## src/rtl/fetch_pkg.sv

```systemverilog
package fetch_pkg;

   ////////////////////
   // widths
   ////////////////////

   // one 16-bit instruction word
   typedef logic [15:0] inst_t;

   // word address into instruction memory
   typedef logic [15:0] pc_t;

   // unresolved branches in flight, saturates at max_branches
   typedef logic [1:0] bcnt_t;

   // two-bit saturating predictor counter
   typedef logic [1:0] ctr_t;

   ////////////////////
   // opcode fields
   ////////////////////

   // jump when top nibble is all ones
   localparam logic [3:0] jump_op = 4'hf;

   // branch when top two bits match and bits 13:12 nonzero
   localparam logic [1:0] branch_op_hi = 2'b10;

   // limit on unresolved branches
   localparam bcnt_t max_branches = 2'd2;

endpackage

```

## src/rtl/branch_handler.sv

```systemverilog
`timescale 1ns/10ps

module branch_handler (
   input  logic             clk,
   input  logic             rst_n,
   input  fetch_pkg::pc_t   pc,
   input  fetch_pkg::inst_t inst0,
   input  fetch_pkg::inst_t inst1,
   input  fetch_pkg::inst_t inst2,
   input  fetch_pkg::inst_t inst3,
   input  logic             stall_jump,
   input  logic             stall_fetch,
   input  logic [1:0]       pred,
   input  logic             commit_strobe,
   input  logic             mispred_two,
   output logic [1:0]       first_slot,
   output logic [1:0]       second_slot,
   output logic             update_bpred,
   output fetch_pkg::inst_t slot_inst0,
   output fetch_pkg::inst_t slot_inst1,
   output fetch_pkg::inst_t slot_inst2,
   output fetch_pkg::inst_t slot_inst3,
   output logic [3:0]       imm_jump,
   output logic [2:0]       pc_step,
   output logic             taken_valid,
   output logic [1:0]       taken_slot,
   output fetch_pkg::inst_t taken_inst
);

   fetch_pkg::inst_t inst [4];
   fetch_pkg::bcnt_t bcnt;
   fetch_pkg::bcnt_t bcnt_next;

   logic [3:0] is_jump;
   logic [3:0] is_branch;
   logic [3:0] over;
   logic [3:0] guess;
   logic [3:0] taken;
   logic [3:0] flush;
   // count before each slot, 3 bits so it cannot wrap
   logic [2:0] cnt_before [4];
   logic [2:0] new_branches;
   logic [2:0] cnt_sum;

   assign inst[0] = inst0;
   assign inst[1] = inst1;
   assign inst[2] = inst2;
   assign inst[3] = inst3;

   ////////////////////
   // slot decode
   ////////////////////

   always_comb begin
      for (int k = 0; k < 4; k++) begin
         is_jump[k]   = inst[k][15:12] == fetch_pkg::jump_op;
         is_branch[k] = (inst[k][15:14] == fetch_pkg::branch_op_hi) &&
                        (inst[k][13:12] != 2'b00);
      end
   end

   // running count, slot k over limit once count reaches max
   always_comb begin
      cnt_before[0] = {1'b0, bcnt};
      for (int k = 1; k < 4; k++) begin
         cnt_before[k] = cnt_before[k-1] + {2'b00, is_branch[k-1]};
      end
      for (int k = 0; k < 4; k++) begin
         over[k] = cnt_before[k] >= {1'b0, fetch_pkg::max_branches};
      end
   end

   // slot numbers of first and second branch, 0 when absent
   always_comb begin : branch_pick
      logic [1:0] seen;
      seen        = 2'd0;
      first_slot  = 2'd0;
      second_slot = 2'd0;
      guess       = 4'b0000;
      for (int k = 0; k < 4; k++) begin
         if (is_branch[k]) begin
            if (seen == 2'd0) begin
               first_slot = 2'(k);
               guess[k]   = pred[1];
            end else if (seen == 2'd1) begin
               second_slot = 2'(k);
               guess[k]    = pred[0];
            end
            // third and later are always over the limit
            if (seen != 2'd2) begin
               seen = seen + 2'd1;
            end
         end
      end
   end

   ////////////////////
   // flush chain
   ////////////////////

   // stall, over limit, or anything ending the group earlier
   always_comb begin
      flush[0] = stall_jump | stall_fetch | over[0];
      taken[0] = is_branch[0] & guess[0] & ~flush[0];
      for (int k = 1; k < 4; k++) begin
         flush[k] = stall_jump | stall_fetch | over[k] |
                    flush[k-1] | is_jump[k-1] | taken[k-1];
         taken[k] = is_branch[k] & guess[k] & ~flush[k];
      end
   end

   // nop out flushed slots
   assign slot_inst0 = flush[0] ? '0 : inst0;
   assign slot_inst1 = flush[1] ? '0 : inst1;
   assign slot_inst2 = flush[2] ? '0 : inst2;
   assign slot_inst3 = flush[3] ? '0 : inst3;

   // immediate jumps among issued slots, bit 3 is slot 0
   always_comb begin
      for (int k = 0; k < 4; k++) begin
         imm_jump[3-k] = is_jump[k] & (inst[k][1:0] == 2'b00) & ~flush[k];
      end
   end

   // predictor update: issued branch ahead of any jump
   always_comb begin : bpred_scan
      logic jump_seen;
      jump_seen    = 1'b0;
      update_bpred = 1'b0;
      for (int k = 0; k < 4; k++) begin
         if (is_jump[k]) begin
            jump_seen = 1'b1;
         end else if (is_branch[k] && !flush[k] && !jump_seen) begin
            update_bpred = 1'b1;
         end
      end
   end

   ////////////////////
   // next pc hints
   ////////////////////

   // at most one taken bit survives the chain
   assign taken_valid = |taken;
   assign taken_slot  = taken[0] ? 2'd0 :
                        taken[1] ? 2'd1 :
                        taken[2] ? 2'd2 : 2'd3;
   assign taken_inst  = taken_valid ? inst[taken_slot] : '0;

   // step stops at first over-limit slot
   always_comb begin
      if (stall_jump || stall_fetch || is_jump[0] || over[0]) begin
         pc_step = 3'd0;
      end else if (over[1]) begin
         pc_step = 3'd1;
      end else if (over[2]) begin
         pc_step = 3'd2;
      end else if (over[3]) begin
         pc_step = 3'd3;
      end else begin
         pc_step = 3'd4;
      end
   end

   ////////////////////
   // branch counter
   ////////////////////

   always_comb begin
      new_branches = 3'd0;
      for (int k = 0; k < 4; k++) begin
         new_branches = new_branches + {2'b00, is_branch[k] & ~flush[k]};
      end
      cnt_sum = {1'b0, bcnt} + new_branches;
      // saturate at limit
      if (cnt_sum >= {1'b0, fetch_pkg::max_branches}) begin
         bcnt_next = fetch_pkg::max_branches;
      end else begin
         bcnt_next = fetch_pkg::bcnt_t'(cnt_sum);
      end
   end

   // commit wins over new branches in the same cycle
   always_ff @(posedge clk or negedge rst_n) begin
      if (!rst_n) begin
         bcnt <= '0;
      end else if (commit_strobe && bcnt != '0) begin
         if (!mispred_two) begin
            bcnt <= bcnt - 2'd1;
         end else if (bcnt >= 2'd2) begin
            bcnt <= bcnt - 2'd2;
         end else begin
            bcnt <= '0;
         end
      end else begin
         bcnt <= bcnt_next;
      end
   end

endmodule

```

## config.mk

```make
export PLATFORM = sky130hd
export DESIGN_NAME = branch_handler
export DESIGN_NICKNAME = d
export VERILOG_FILES = /design/src/rtl/fetch_pkg.sv /design/src/rtl/branch_handler.sv
export SDC_FILE = /design/constraint.sdc
export NUM_CORES = 1
export LEC_CHECK = 0
export BUFFER_PORTS_ARGS = -buffer_cell sky130_fd_sc_hd__buf_2
export CAP_MARGIN = 10
export CORE_MARGIN = 2
export CORE_UTILIZATION = 38
export CTS_CLUSTER_SIZE = 12
export DETAILED_ROUTE_END_ITERATION = 6
export PLACE_DENSITY = 0.85
export SLEW_MARGIN = 20
export SYNTH_ARGS = -nofsm -noshare
export SYNTH_HDL_FRONTEND = slang
export SYNTH_SLANG_ARGS = --single-unit
```

## constraint.sdc

```tcl
create_clock -name clk -period 7.2 [get_ports clk]
set_input_delay 0 -clock clk [delete_from_list [all_inputs] [get_ports clk]]
set_output_delay 0 -clock clk [all_outputs]
set_load 0.02 [all_outputs]
```

# After elaboration in Yosys (flattened, before gate mapping)
# Cells that the tools add are included.
# word_totals
output_inout_bits	95
latch_bits	0
elab_cells	166
register_bits	2
mem_bits_ro	0
in_bits	88
ram_bits	0
n_memories	0
# op_classes
magnitude_cmp	7
n_shift	0
n_addsub	11
n_mul	0
n_eq_ne	13
div	0
reduce_logical	35
mux	60
n_bitwise	39
# ops
cell	n
$mux W16	7
$mux W2	20
$bmux W16 S2	1
$mux W1	28
$and A1 B1 Y1	20
$eq A4 B4 Y1 const B	4
$logic_not A2 Y1	7
$or A1 B1 Y1	14
$ge A3 B2 Y1 const B	4
$logic_and A1 B1 Y1	12
$mux W3	4
$reduce_bool A2 Y1	5
$add A3 B1 Y3	3
$eq A2 B2 Y1 const B	4
$logic_not A1 Y1	7
$add A2 B1 Y3	2
$eq A2 B1 Y1 const B	3
$add A2 B1 Y2 const B	2
$ge A2 B2 Y1 const B	2
$ne A2 B2 Y1 const B	2
$not A1 Y1	4
$reduce_or A4 Y1	1
$add A2 B3 Y3	1
$ge A3 B3 Y1 const B	1
other kinds (5)	7

# Depth between registers and ports, before layout
# Gate-level depths: netlist of the first run.
# depth
ltp_word	21
mapped_depth	14
depth_no_buf	14

# Worst setup path before layout of the first run
# Ideal clock, no wire load.
# synth_timing
path_type	register -> register
from	register bcnt[0]
to	register bcnt[0]
setup_ns	0.065
setup_slack_ns	2.882
path_stages_with_launch	13
path_buffers	1
period_less_slack_ns	4.318
arrival_ns	4.252
t_required_ns	7.135
cell_sequence	dfrtp_1 -> ha_1 -> ha_1 -> fa_1 -> nor4_1 -> nand4_4 -> clkbuf_1 -> nor3_1 -> fa_1 -> fa_1 -> fa_1 -> nor3_1 -> a22o_1
# synth_via
elab_chain_len	19
word_cells_on_any_way	45
cone_classes	9 x add/sub; 6 x order compare; 4 x mux; 24 x bitwise; 2 x reduce/logical
# synth_rtl
element	line	rtl
from (decl)	branch_handler.sv:31	fetch_pkg::bcnt_t bcnt;
from (signal assigned)	branch_handler.sv:189	bcnt <= bcnt - 2'd1;
from (signal assigned)	branch_handler.sv:191	bcnt <= bcnt - 2'd2;
from (signal assigned)	branch_handler.sv:196	bcnt <= bcnt_next;
parallel branches: the longest is 18 deep, another holds $add A2 B1 Y3	n/a	
$mux W2 (*)	branch_handler.sv:187	end else if (commit_strobe && bcnt != '0) begin
# Every way passes the cells marked *.

# Worst setup path after layout of the first run
# Ends and elaborated chain as after synthesis.

==> flow_metrics.tcl, run 1 <==
set metrics [dict create \
    outcome "finished clean" \
    clk_pin_slew_ps 30 \
    pin_count 183 \
    top_register "bcnt" \
    ys_seq_area_share_pct 2.96 \
    port_buffers 165 \
    cts_tree "built" \
    final.period_utilization_pct 65.2 \
    grt_pass1_vias 2210 \
    ys_warn_count 0 \
    num_vias 2554 \
    grt_setup_unrepaired "no" \
    drive_gt1_share_pct 47.2 \
    cts_buffers 3 \
    synth_edf_count 0 \
    fin_skew_ps 1.23 \
    timing.slew.headroom_pct 34.2 \
    drc 0 \
    peakVddDrop_v 0.0000737 \
    tightest_slew_ps 988 \
    die_y_um 70.7 \
    synthSimpleGateAreaFrac_pct 47.3 \
    die_area_mm2 0.00500 \
    comb_power_share_pct 74.7 \
    die_x_um 70.7 \
    critPathRequiredTime_ps 7340 \
    cts_hold_buf 1 \
    synthTopCellsByCount "and2_1, and3_1, inv_1" \
    initial_core_util_pct 39.1 \
    synth-main-ff-cell "dfrtp_1" \
    ant_nets 0 \
    ctsResizeCount 0 \
    critPathKind "flop to flop" \
    synth_most_common_cell "and2_1" \
    cp-end-kind "flop" \
    place_congestion 0.895 \
    netlist.area_leader.share_pct 15.9 \
    avgSynthCellArea_um2 7.08 \
    core-area_mm2 0.00432 \
    hold_viol 0 \
    drtPass1Iterations 5 \
    p_leak_nw 1.54 \
    ys_seq_elements 2 \
    final-setup-viol-count 0 \
    fin_tns_setup_ps 0 \
    htree_levels 1 \
    antenna_found_initial 0 \
    synthCells 239 \
    grt_pass1_wl_um 10900 \
    switching_share_pct 53.6 \
    synth_nets 341 \
    grt-ovfl-total 0 \
    max_freq_ghz 0.213 \
    synth_top_family_by_area "simple AND/OR/NAND/NOR gates" \
    rows 24 \
    synthXorXnorAreaFrac_pct 0.518 \
    async_flop_share_pct 100 \
    whs_ps 110 \
    grt_usage_pct 26.2 \
    synth_area_leader_cell "and2_1" \
    start_kind "flop" \
    synth_area_mm2 0.00169 \
    p_switching_w 0.000152 \
    cp_max_fo 13 \
    viasPerCell 5.70 \
    wl_per_cell_um 16.3 \
    cts.sinks 2 \
    synthMuxAreaShare_pct 1.26 \
    clkPwrFrac_pct 15.1 \
    seqPwrFrac_pct 10.1 \
    antennaDiodeCount 0 \
    p_int_w 0.000132 \
    reg.largest.list "bcnt: 2 flops" \
    arrival_ps 4830 \
    cts_setup_buffers 0 \
    synth-compound-area-share_pct 27.7 \
    hp-class "input pin to async pin" \
    drt_iter0_markers 168 \
    clk_latency_ps 210 \
    post_synth_fa_ha_maj_area_fraction_pct 12.1 \
    ys_top_cells_by_area "and2_1, ha_1, and3_1" \
    min_period_ps 4700 \
    slew_violations 0 \
    cts_max_path_buffers 2 \
    ys_types 57 \
    grt_max_degree 21 \
    power_density_mw_per_mm2 110 \
    final_nets 500 \
    routed_wl_um 7310 \
    dp_hpwl_um 5820 \
    largest_reg_flops 2 \
    synthToLayoutAreaGrowth_pct 52.7 \
    cap_violations 0 \
    cts_root_buf "clkbuf_8" \
]
[worst max-delay path, cell delays in order, from the launching register on]
cell and delay (ps):
dfrtp_1 450, ha_1 330, ha_1 210, fa_1 510, nor4_1 520, nand4_4 330, nor3_1 350, fa_1 500
fa_1 450, fa_1 440, nor3_1 320, a22o_1 220
[logic make-up (layout without fill, tap and decap cells)]
family,after synthesis,in the layout
AO/OA/AOI/OAI,56,56
multiplexers,2,2
buffers and inverters,31,188
adder cells (fa/ha/maj),14,14
other,1,1
flip-flops,2,2
XOR/XNOR,1,1
AND/OR/NAND/NOR,132,132
[metrics by stage]
stage	instances	total power [W]	instance area [µm²]	worst slack [ps]	util [%]
floorplan	239	0.000160	1690	2880	-
CTS	448	0.000282	2580	2520	59.6
finish	448	0.000284	2580	2500	59.8
detailed placement	444	0.000232	2530	2580	58.4
global placement	444	0.000226	2530	2630	58.4
global route	448	0.000305	2580	2260	59.8
[metal layers]
layer  track usage, %  wire (µm)  vias to the layer above
met2             42.8       3340                      173
met4             5.66         65                        0
met5                0          0                        -
met3             2.28        703                       10
met1             37.6       3200                     1169
li1                 -          -                     1202
[path summary, 6_finish.rpt]
kind / start / endpoint / slack, ps / cells after the start
worst min-delay path: rst_n / bcnt[1]$_DFF_PN0_ / 110 / 2
min in group clk: mispred_two / bcnt[1]$_DFF_PN0_ / 220 / 3
worst max register to register: bcnt[0]$_DFFE_PN0P_ / bcnt[0]$_DFFE_PN0P_ / 2500 / 11
worst min register to register: bcnt[0]$_DFFE_PN0P_ / bcnt[0]$_DFFE_PN0P_ / 900 / 2
worst max-delay path: bcnt[0]$_DFFE_PN0P_ / bcnt[0]$_DFFE_PN0P_ / 2500 / 11
max in group asynchronous: rst_n / bcnt[0]$_DFFE_PN0P_ / 6990 / 2
[cells in the final DEF (no fill, tap or decap), types with 2 or more instances in the layout]
cell type	synthesis	routed
and4_1	2	2
a31oi_1	2	2
o21ai_0	5	5
buf_2	1	165
inv_1	17	17
a221oi_2	2	2
nor4_1	4	4
nand2_2	2	2
nor3_2	1	2
o32ai_1	2	2
buf_4	2	2
fa_1	4	4
and3_1	17	17
nor2_1	16	16
nand2_1	12	12
nand3_1	5	5
dfrtp_1	2	2
clkbuf_8	0	3
o211ai_1	3	3
a221oi_1	10	10
a21oi_1	8	8
and2_1	43	43
ha_1	10	10
o22ai_1	12	12
or3_1	2	2
nand4_1	4	4
nor3_1	12	11
[area by class of cell]
| class | instances | area [µm²] |
|---|---|---|
| clock buffer | 3 | 41.3 |
| fill | 396 | 1740 |
| inverter | 17 | 63.8 |
| multi-input combinational | 206 | 1510 |
| sequential | 2 | 50.0 |
| tap | 52 | 65.1 |
| timing repair buffer | 168 | 851 |
[power by group through the flow]
stage,Clock [W],Sequential [W],Combinational (W)
final,0.0000430,0.0000288,0.000212
after CTS,0.0000436,0.0000291,0.000209
after floorplan,0,0.0000258,0.000134
after global placement,0,0.0000282,0.000198
after detailed placement,0,0.0000291,0.000203
after global routing,0.0000454,0.0000313,0.000229
Power figures use the tool's default switching activity.
==> run 2, diff against run 1 <==
--- a/config.mk
+++ b/config.mk
@@ -8,10 +8,10 @@
 export BUFFER_PORTS_ARGS = -buffer_cell sky130_fd_sc_hd__buf_2
 export CAP_MARGIN = 10
 export CORE_MARGIN = 2
-export CORE_UTILIZATION = 38
+export CORE_UTILIZATION = 36
 export CTS_CLUSTER_SIZE = 12
 export DETAILED_ROUTE_END_ITERATION = 6
-export PLACE_DENSITY = 0.85
+export PLACE_DENSITY = 0.81
 export SLEW_MARGIN = 20
 export SYNTH_ARGS = -nofsm -noshare
 export SYNTH_HDL_FRONTEND = slang
==> constraint.sdc (replaced) <==
create_clock -name clk -period 4.72 [get_ports clk]
set_input_delay 0 -clock clk [delete_from_list [all_inputs] [get_ports clk]]
set_output_delay 0 -clock clk [all_outputs]
set_load 0.02 [all_outputs]
==> run 2 against run 1 <==
Global-route usage rose by 0.19 points. Cell area increased by 1.5%. First-iteration DRC count down 15%. Wire length rose by 1.5%. Core utilization down 0.74 points. Clock skew hardly changed. Combinational power increased by 53%. Critical path depth unchanged. Flip-flop and latch count is the same. Worst setup slack lost 2200 ps. Critical endpoint unchanged. Sequential power is 52% higher. Critical path type unchanged. Largest power group unchanged. Final cell count grew 1.1%.
==> flow_metrics.tcl, run 2 (same netlist as run 1, synthesis figures left out) <==
set metrics [dict create \
    utilization_pct 59.0 \
    clk_pin_slew_ps 30 \
    crit_chain "ha_1 -> ha_1 -> fa_1 -> nor4_1 -> nand4_4 -> nor3_1 -> fa_1 -> fa_1 -> fa_1 -> nor3_1 -> a22o_1" \
    use_met3_pct 2.22 \
    use_met2_pct 43.2 \
    power_density_mw_per_mm2 167 \
    p_leak_nw 1.56 \
    htree_levels 1 \
    cp_common_cell "fa_1" \
    grt-ovfl-total 0 \
    pin_count 183 \
    wl_per_cell_um 16.4 \
    antenna_found_initial 0 \
    clkPwrFrac_pct 15.8 \
    worst-path-buf-inv 0 \
    grt_max_degree 21 \
    start_kind "flop" \
    cts.sinks 2 \
    outcome "finished clean" \
    antennaDiodeCount 0 \
    fin_skew_ps 0.768 \
    comb_power_share_pct 74.2 \
    hp-class "input pin to async pin" \
    worst_slack_ps 350 \
    reg.largest.list "bcnt: 2 flops" \
    cts_tree "built" \
    final-setup-viol-count 0 \
    grt_setup_unrepaired "no" \
    min_period_ps 4370 \
    seqPwrFrac_pct 10.0 \
    ant_nets 0 \
    max_freq_ghz 0.229 \
    dp_hpwl_um 6090 \
    critPathSlowestCell "nor4_1" \
    grt.busiest_layer "met2" \
    cts_buffers 3 \
    cts_max_path_buffers 2 \
    mostFrequentLayoutCells "buf_2, and2_1, inv_1, and3_1, nor2_1" \
    dp.cells 449 \
    place_ws_ps 241 \
    port_buffers 165 \
    worstSetupStartpoint "bcnt[0]$_DFFE_PN0P_" \
    drtPass1Iterations 4 \
    num_vias 2533 \
    cp_top_family "adder cells" \
    regArea_um2 50.0 \
    critPathRequiredTime_ps 4870 \
    timing.slew.headroom_pct 50.8 \
    cp-end-kind "flop" \
    top_register "bcnt" \
    grt_pass1_wl_um 11100 \
    whs_ps 102 \
    critPathMaxStageDelay_ps 540 \
    die_area_mm2 0.00526 \
    multi_input_area_mm2 0.00151 \
    p_int_w 0.000204 \
    tightest_slew_ps 736 \
    p_switching_w 0.000234 \
    final.period_utilization_pct 92.6 \
    drc 0 \
    fin_tns_setup_ps 0 \
    drt_iter0_markers 143 \
    grt_usage_pct 26.4 \
    cp_max_fo 5 \
    slew_violations 0 \
    fillers 419 \
    r2r-start "bcnt[0]$_DFFE_PN0P_" \
    layout_commonest_cell "buf_2" \
    critPathKind "flop to flop" \
    die_x_um 72.6 \
    rows 24 \
    largest_reg_flops 2 \
    peakVddDrop_v 0.000114 \
    drive_gt1_share_pct 47.9 \
    final_nets 505 \
    final_cells 453 \
    ctsResizeCount 0 \
    routed_wl_um 7420 \
    switching_share_pct 53.4 \
    cts_root_buf "clkbuf_8" \
    viasPerCell 5.59 \
    core-area_mm2 0.00444 \
    clk_latency_ps 220 \
    arrival_ps 4520 \
    synthToLayoutAreaGrowth_pct 55.0 \
    cts_hold_buf 1 \
    hold_viol 0 \
    place_congestion 0.930 \
    cts_setup_buffers 0 \
    grt_pass1_vias 2268 \
    grtUsageMet1_pct 37.6 \
    die_y_um 72.6 \
    initial_core_util_pct 38.1 \
    cap_violations 0 \
]
run 2: final timing paths:
kind,end,slack (ps),cells after the start
worst max-delay path,bcnt[0]$_DFFE_PN0P_,350,11
worst min-delay path,bcnt[1]$_DFF_PN0_,100,2
worst max register to register,bcnt[0]$_DFFE_PN0P_,350,11
worst min register to register,bcnt[0]$_DFFE_PN0P_,790,2
max in group asynchronous,bcnt[0]$_DFFE_PN0P_,4510,2
min in group clk,bcnt[0]$_DFFE_PN0P_,180,3
run 2: area by class of cell:
class                   instances  area share [%]
multi-input cells             206            57.7
repair buffers                173            33.9
well taps                      52            2.48
inverters                      17            2.43
flip-flops and latches          2            1.91
clock buffers                   3            1.57
run 2: through the flow:
step	instance area, µm²	total power (W)
after floorplan	1690	0.000244
after global placement	2560	0.000347
after detailed placement	2560	0.000360
after CTS	2620	0.000432
after global routing	2620	0.000477
final	2620	0.000437
run 2: metal layers:
metal / vias up / wire, µm / share of wire, %
li1: 1213 / - / -
met1: 1156 / 3150 / 42
met2: 157 / 3560 / 48
met3: 7 / 647 / 8.7
met4: 0 / 63 / 0.85
met5: - / 0 / 0
run 2: power groups by stage:
stage           clock, W  sequential, W  combinational [W]
3_5_place_dp           0      0.0000444           0.000315
6_report       0.0000689      0.0000438           0.000325
4_1_cts        0.0000702      0.0000442           0.000318
5_1_grt        0.0000735      0.0000473           0.000356
3_3_place_gp           0      0.0000431           0.000304
2_1_floorplan          0      0.0000394           0.000204
==> run 3, diff against run 2 <==
--- a/config.mk
+++ b/config.mk
@@ -5,13 +5,13 @@
 export SDC_FILE = /design/constraint.sdc
 export NUM_CORES = 1
 export LEC_CHECK = 0
-export BUFFER_PORTS_ARGS = -buffer_cell sky130_fd_sc_hd__buf_2
 export CAP_MARGIN = 10
-export CORE_MARGIN = 2
-export CORE_UTILIZATION = 36
+export CORE_AREA = 2 2 71 73
 export CTS_CLUSTER_SIZE = 12
 export DETAILED_ROUTE_END_ITERATION = 6
-export PLACE_DENSITY = 0.81
+export DIE_AREA = 0 0 73 75
+export DONT_BUFFER_PORTS = 1
+export PLACE_DENSITY = 0.48
 export SLEW_MARGIN = 20
 export SYNTH_ARGS = -nofsm -noshare
 export SYNTH_HDL_FRONTEND = slang
==> constraint.sdc (replaced) <==
create_clock -name clk -period 4.27 [get_ports clk]
set_input_delay 0 -clock clk [delete_from_list [all_inputs] [get_ports clk]]
set_output_delay 0 -clock clk [all_outputs]
set_load 0.02 [all_outputs]
==> run 3 against run 2 <==
Core utilization fell by 19 points. Wire length is 11% lower. Global-route usage is 5.7 points lower. Power is 6.9% lower. Flip-flop and latch count unchanged. Sequential power grew 0.9%. Worst setup slack got worse by 95 ps. Register-to-register slack worse by 95 ps. Clock skew up 0.66 ps. Sequential share of layout area increased by 0.78 points. Count of clock-buffer cells in the layout is the same. Critical endpoint unchanged.
==> flow_metrics.tcl, run 3 (same netlist as run 1, synthesis figures left out) <==
set metrics [dict create \
    die_area_mm2 0.00548 \
    cts_setup_buffers 0 \
    drtPass1Iterations 4 \
    regArea_um2 50.0 \
    max_freq_ghz 0.249 \
    clk_pin_slew_ps 30 \
    power_density_mw_per_mm2 218 \
    cap_violations 0 \
    cts_root_buf "clkbuf_8" \
    die_y_um 75 \
    critPathKind "flop to flop" \
    p_leak_nw 0.811 \
    fillers 519 \
    critPathRequiredTime_ps 4420 \
    p_int_w 0.000188 \
    viasPerCell 6.57 \
    place_congestion 0.809 \
    switching_share_pct 53.7 \
    top_register "bcnt" \
    largest_reg_flops 2 \
    synthToLayoutAreaGrowth_pct 10.2 \
    fin_tns_setup_ps 0 \
    grt-ovfl-total 0 \
    grt_max_degree 21 \
    cts_tree "built" \
    die_x_um 73 \
    cts_buffers 3 \
    grt_usage_pct 20.7 \
    final_cell_area_mm2 0.00186 \
    final_nets 348 \
    multi_input_area_mm2 0.00152 \
    slew_violations 0 \
    dp.cells 294 \
    whs_ps 24.8 \
    rows 25 \
    grt_pass1_vias 1673 \
    wl_per_cell_um 22.1 \
    outcome "finished clean" \
    layout_commonest_cell "and2_1" \
    antennaDiodeCount 0 \
    hold_viol 0 \
    peakVddDrop_v 0.000208 \
    dpl_cell_area_mm2 0.00181 \
    cp_max_fo 4 \
    htree_levels 1 \
    pin_count 183 \
    drive_gt1_share_pct 14.8 \
    mostFrequentLayoutCells "and2_1, inv_1, and3_1" \
    ant_nets 0 \
    routed_wl_um 6590 \
    drc 0 \
    cts_max_path_buffers 2 \
    clk_latency_ps 210 \
    start_kind "flop" \
    tightest_slew_ps 961 \
    p_switching_w 0.000219 \
    port_buffers 0 \
    num_vias 1957 \
    timing.slew.headroom_pct 35.0 \
    comb_power_share_pct 70.7 \
    fin_skew_ps 1.43 \
    grt_setup_unrepaired "no" \
    initial_core_util_pct 36.3 \
    cp-end-kind "flop" \
    dp_hpwl_um 5460 \
    drt_iter0_markers 72 \
    seqPwrFrac_pct 10.8 \
    arrival_ps 4160 \
    clkPwrFrac_pct 18.5 \
    antenna_found_initial 0 \
    reg.largest.list "bcnt: 2 flops" \
    final-setup-viol-count 0 \
    min_period_ps 4020 \
    final_cells 298 \
    grt_pass1_wl_um 8740 \
    cts.sinks 2 \
    hp-class "input pin to async pin" \
    core-area_mm2 0.00466 \
    final.period_utilization_pct 94.0 \
]
run 3: final timing paths:
path | from | end | slack (ps) | cells past startpoint
max | bcnt[0]$_DFFE_PN0P_ | bcnt[0]$_DFFE_PN0P_ | 250 | 11
max reg2reg | bcnt[0]$_DFFE_PN0P_ | bcnt[0]$_DFFE_PN0P_ | 250 | 11
min | rst_n | bcnt[0]$_DFFE_PN0P_ | 20 | 1
min in group clk | mispred_two | bcnt[1]$_DFF_PN0_ | 40 | 2
max in group asynchronous | rst_n | bcnt[1]$_DFF_PN0_ | 4120 | 1
min reg2reg | bcnt[0]$_DFFE_PN0P_ | bcnt[0]$_DFFE_PN0P_ | 780 | 3
run 3: routing by layer:
layer,GRT usage (%),up-vias,wire length (µm)
met1,31.3,944,3030
met3,2.01,2,388
met5,0,-,0
met2,32.7,102,3160
met4,2.26,0,12
li1,-,909,-
run 3: layout make-up:
| class | instances | area share, % |
|---|---|---|
| Multi-Input combinational cell | 206 | 81.5 |
| Timing Repair Buffer | 16 | 6.58 |
| Tap cell | 54 | 3.62 |
| Inverter | 17 | 3.42 |
| Sequential cell | 2 | 2.68 |
| Clock buffer | 3 | 2.21 |
run 3: critical path, cell delays in order (launching register included):
cell and delay, ps:
dfrtp_1 370, ha_1 290, ha_1 210, fa_1 510, nor4_2 410, nand4_4 140, nor3_2 230, fa_1 470
fa_1 440, fa_1 440, nor3_1 260, a22o_1 180
run 3: timing repair:
item                                    4_1_cts  5_1_grt
hold endpoints to repair                      2        0
endpoints found under the setup margin        0        2
hold buffers                                  1        0
resized for setup                             0        1
run 3: power by group through the flow:
stage	Clock [W]	Combinational (W)	Sequential (W)
floorplan	0	0.000228	0.0000435
global placement	0	0.000286	0.0000449
detailed placement	0	0.000287	0.0000450
CTS	0.0000764	0.000289	0.0000447
global route	0.0000804	0.000322	0.0000472
finish	0.0000752	0.000288	0.0000442
run 3: metrics by stage:
stage	power, W	util (%)	setup slack, ps
3_3_place_gp	0.000331	38.8	183
4_1_cts	0.000410	39.9	163
2_1_floorplan	0.000272	-	36.4
3_5_place_dp	0.000332	38.8	185
5_1_grt	0.000449	40.0	34.6
6_report	0.000407	40.0	255
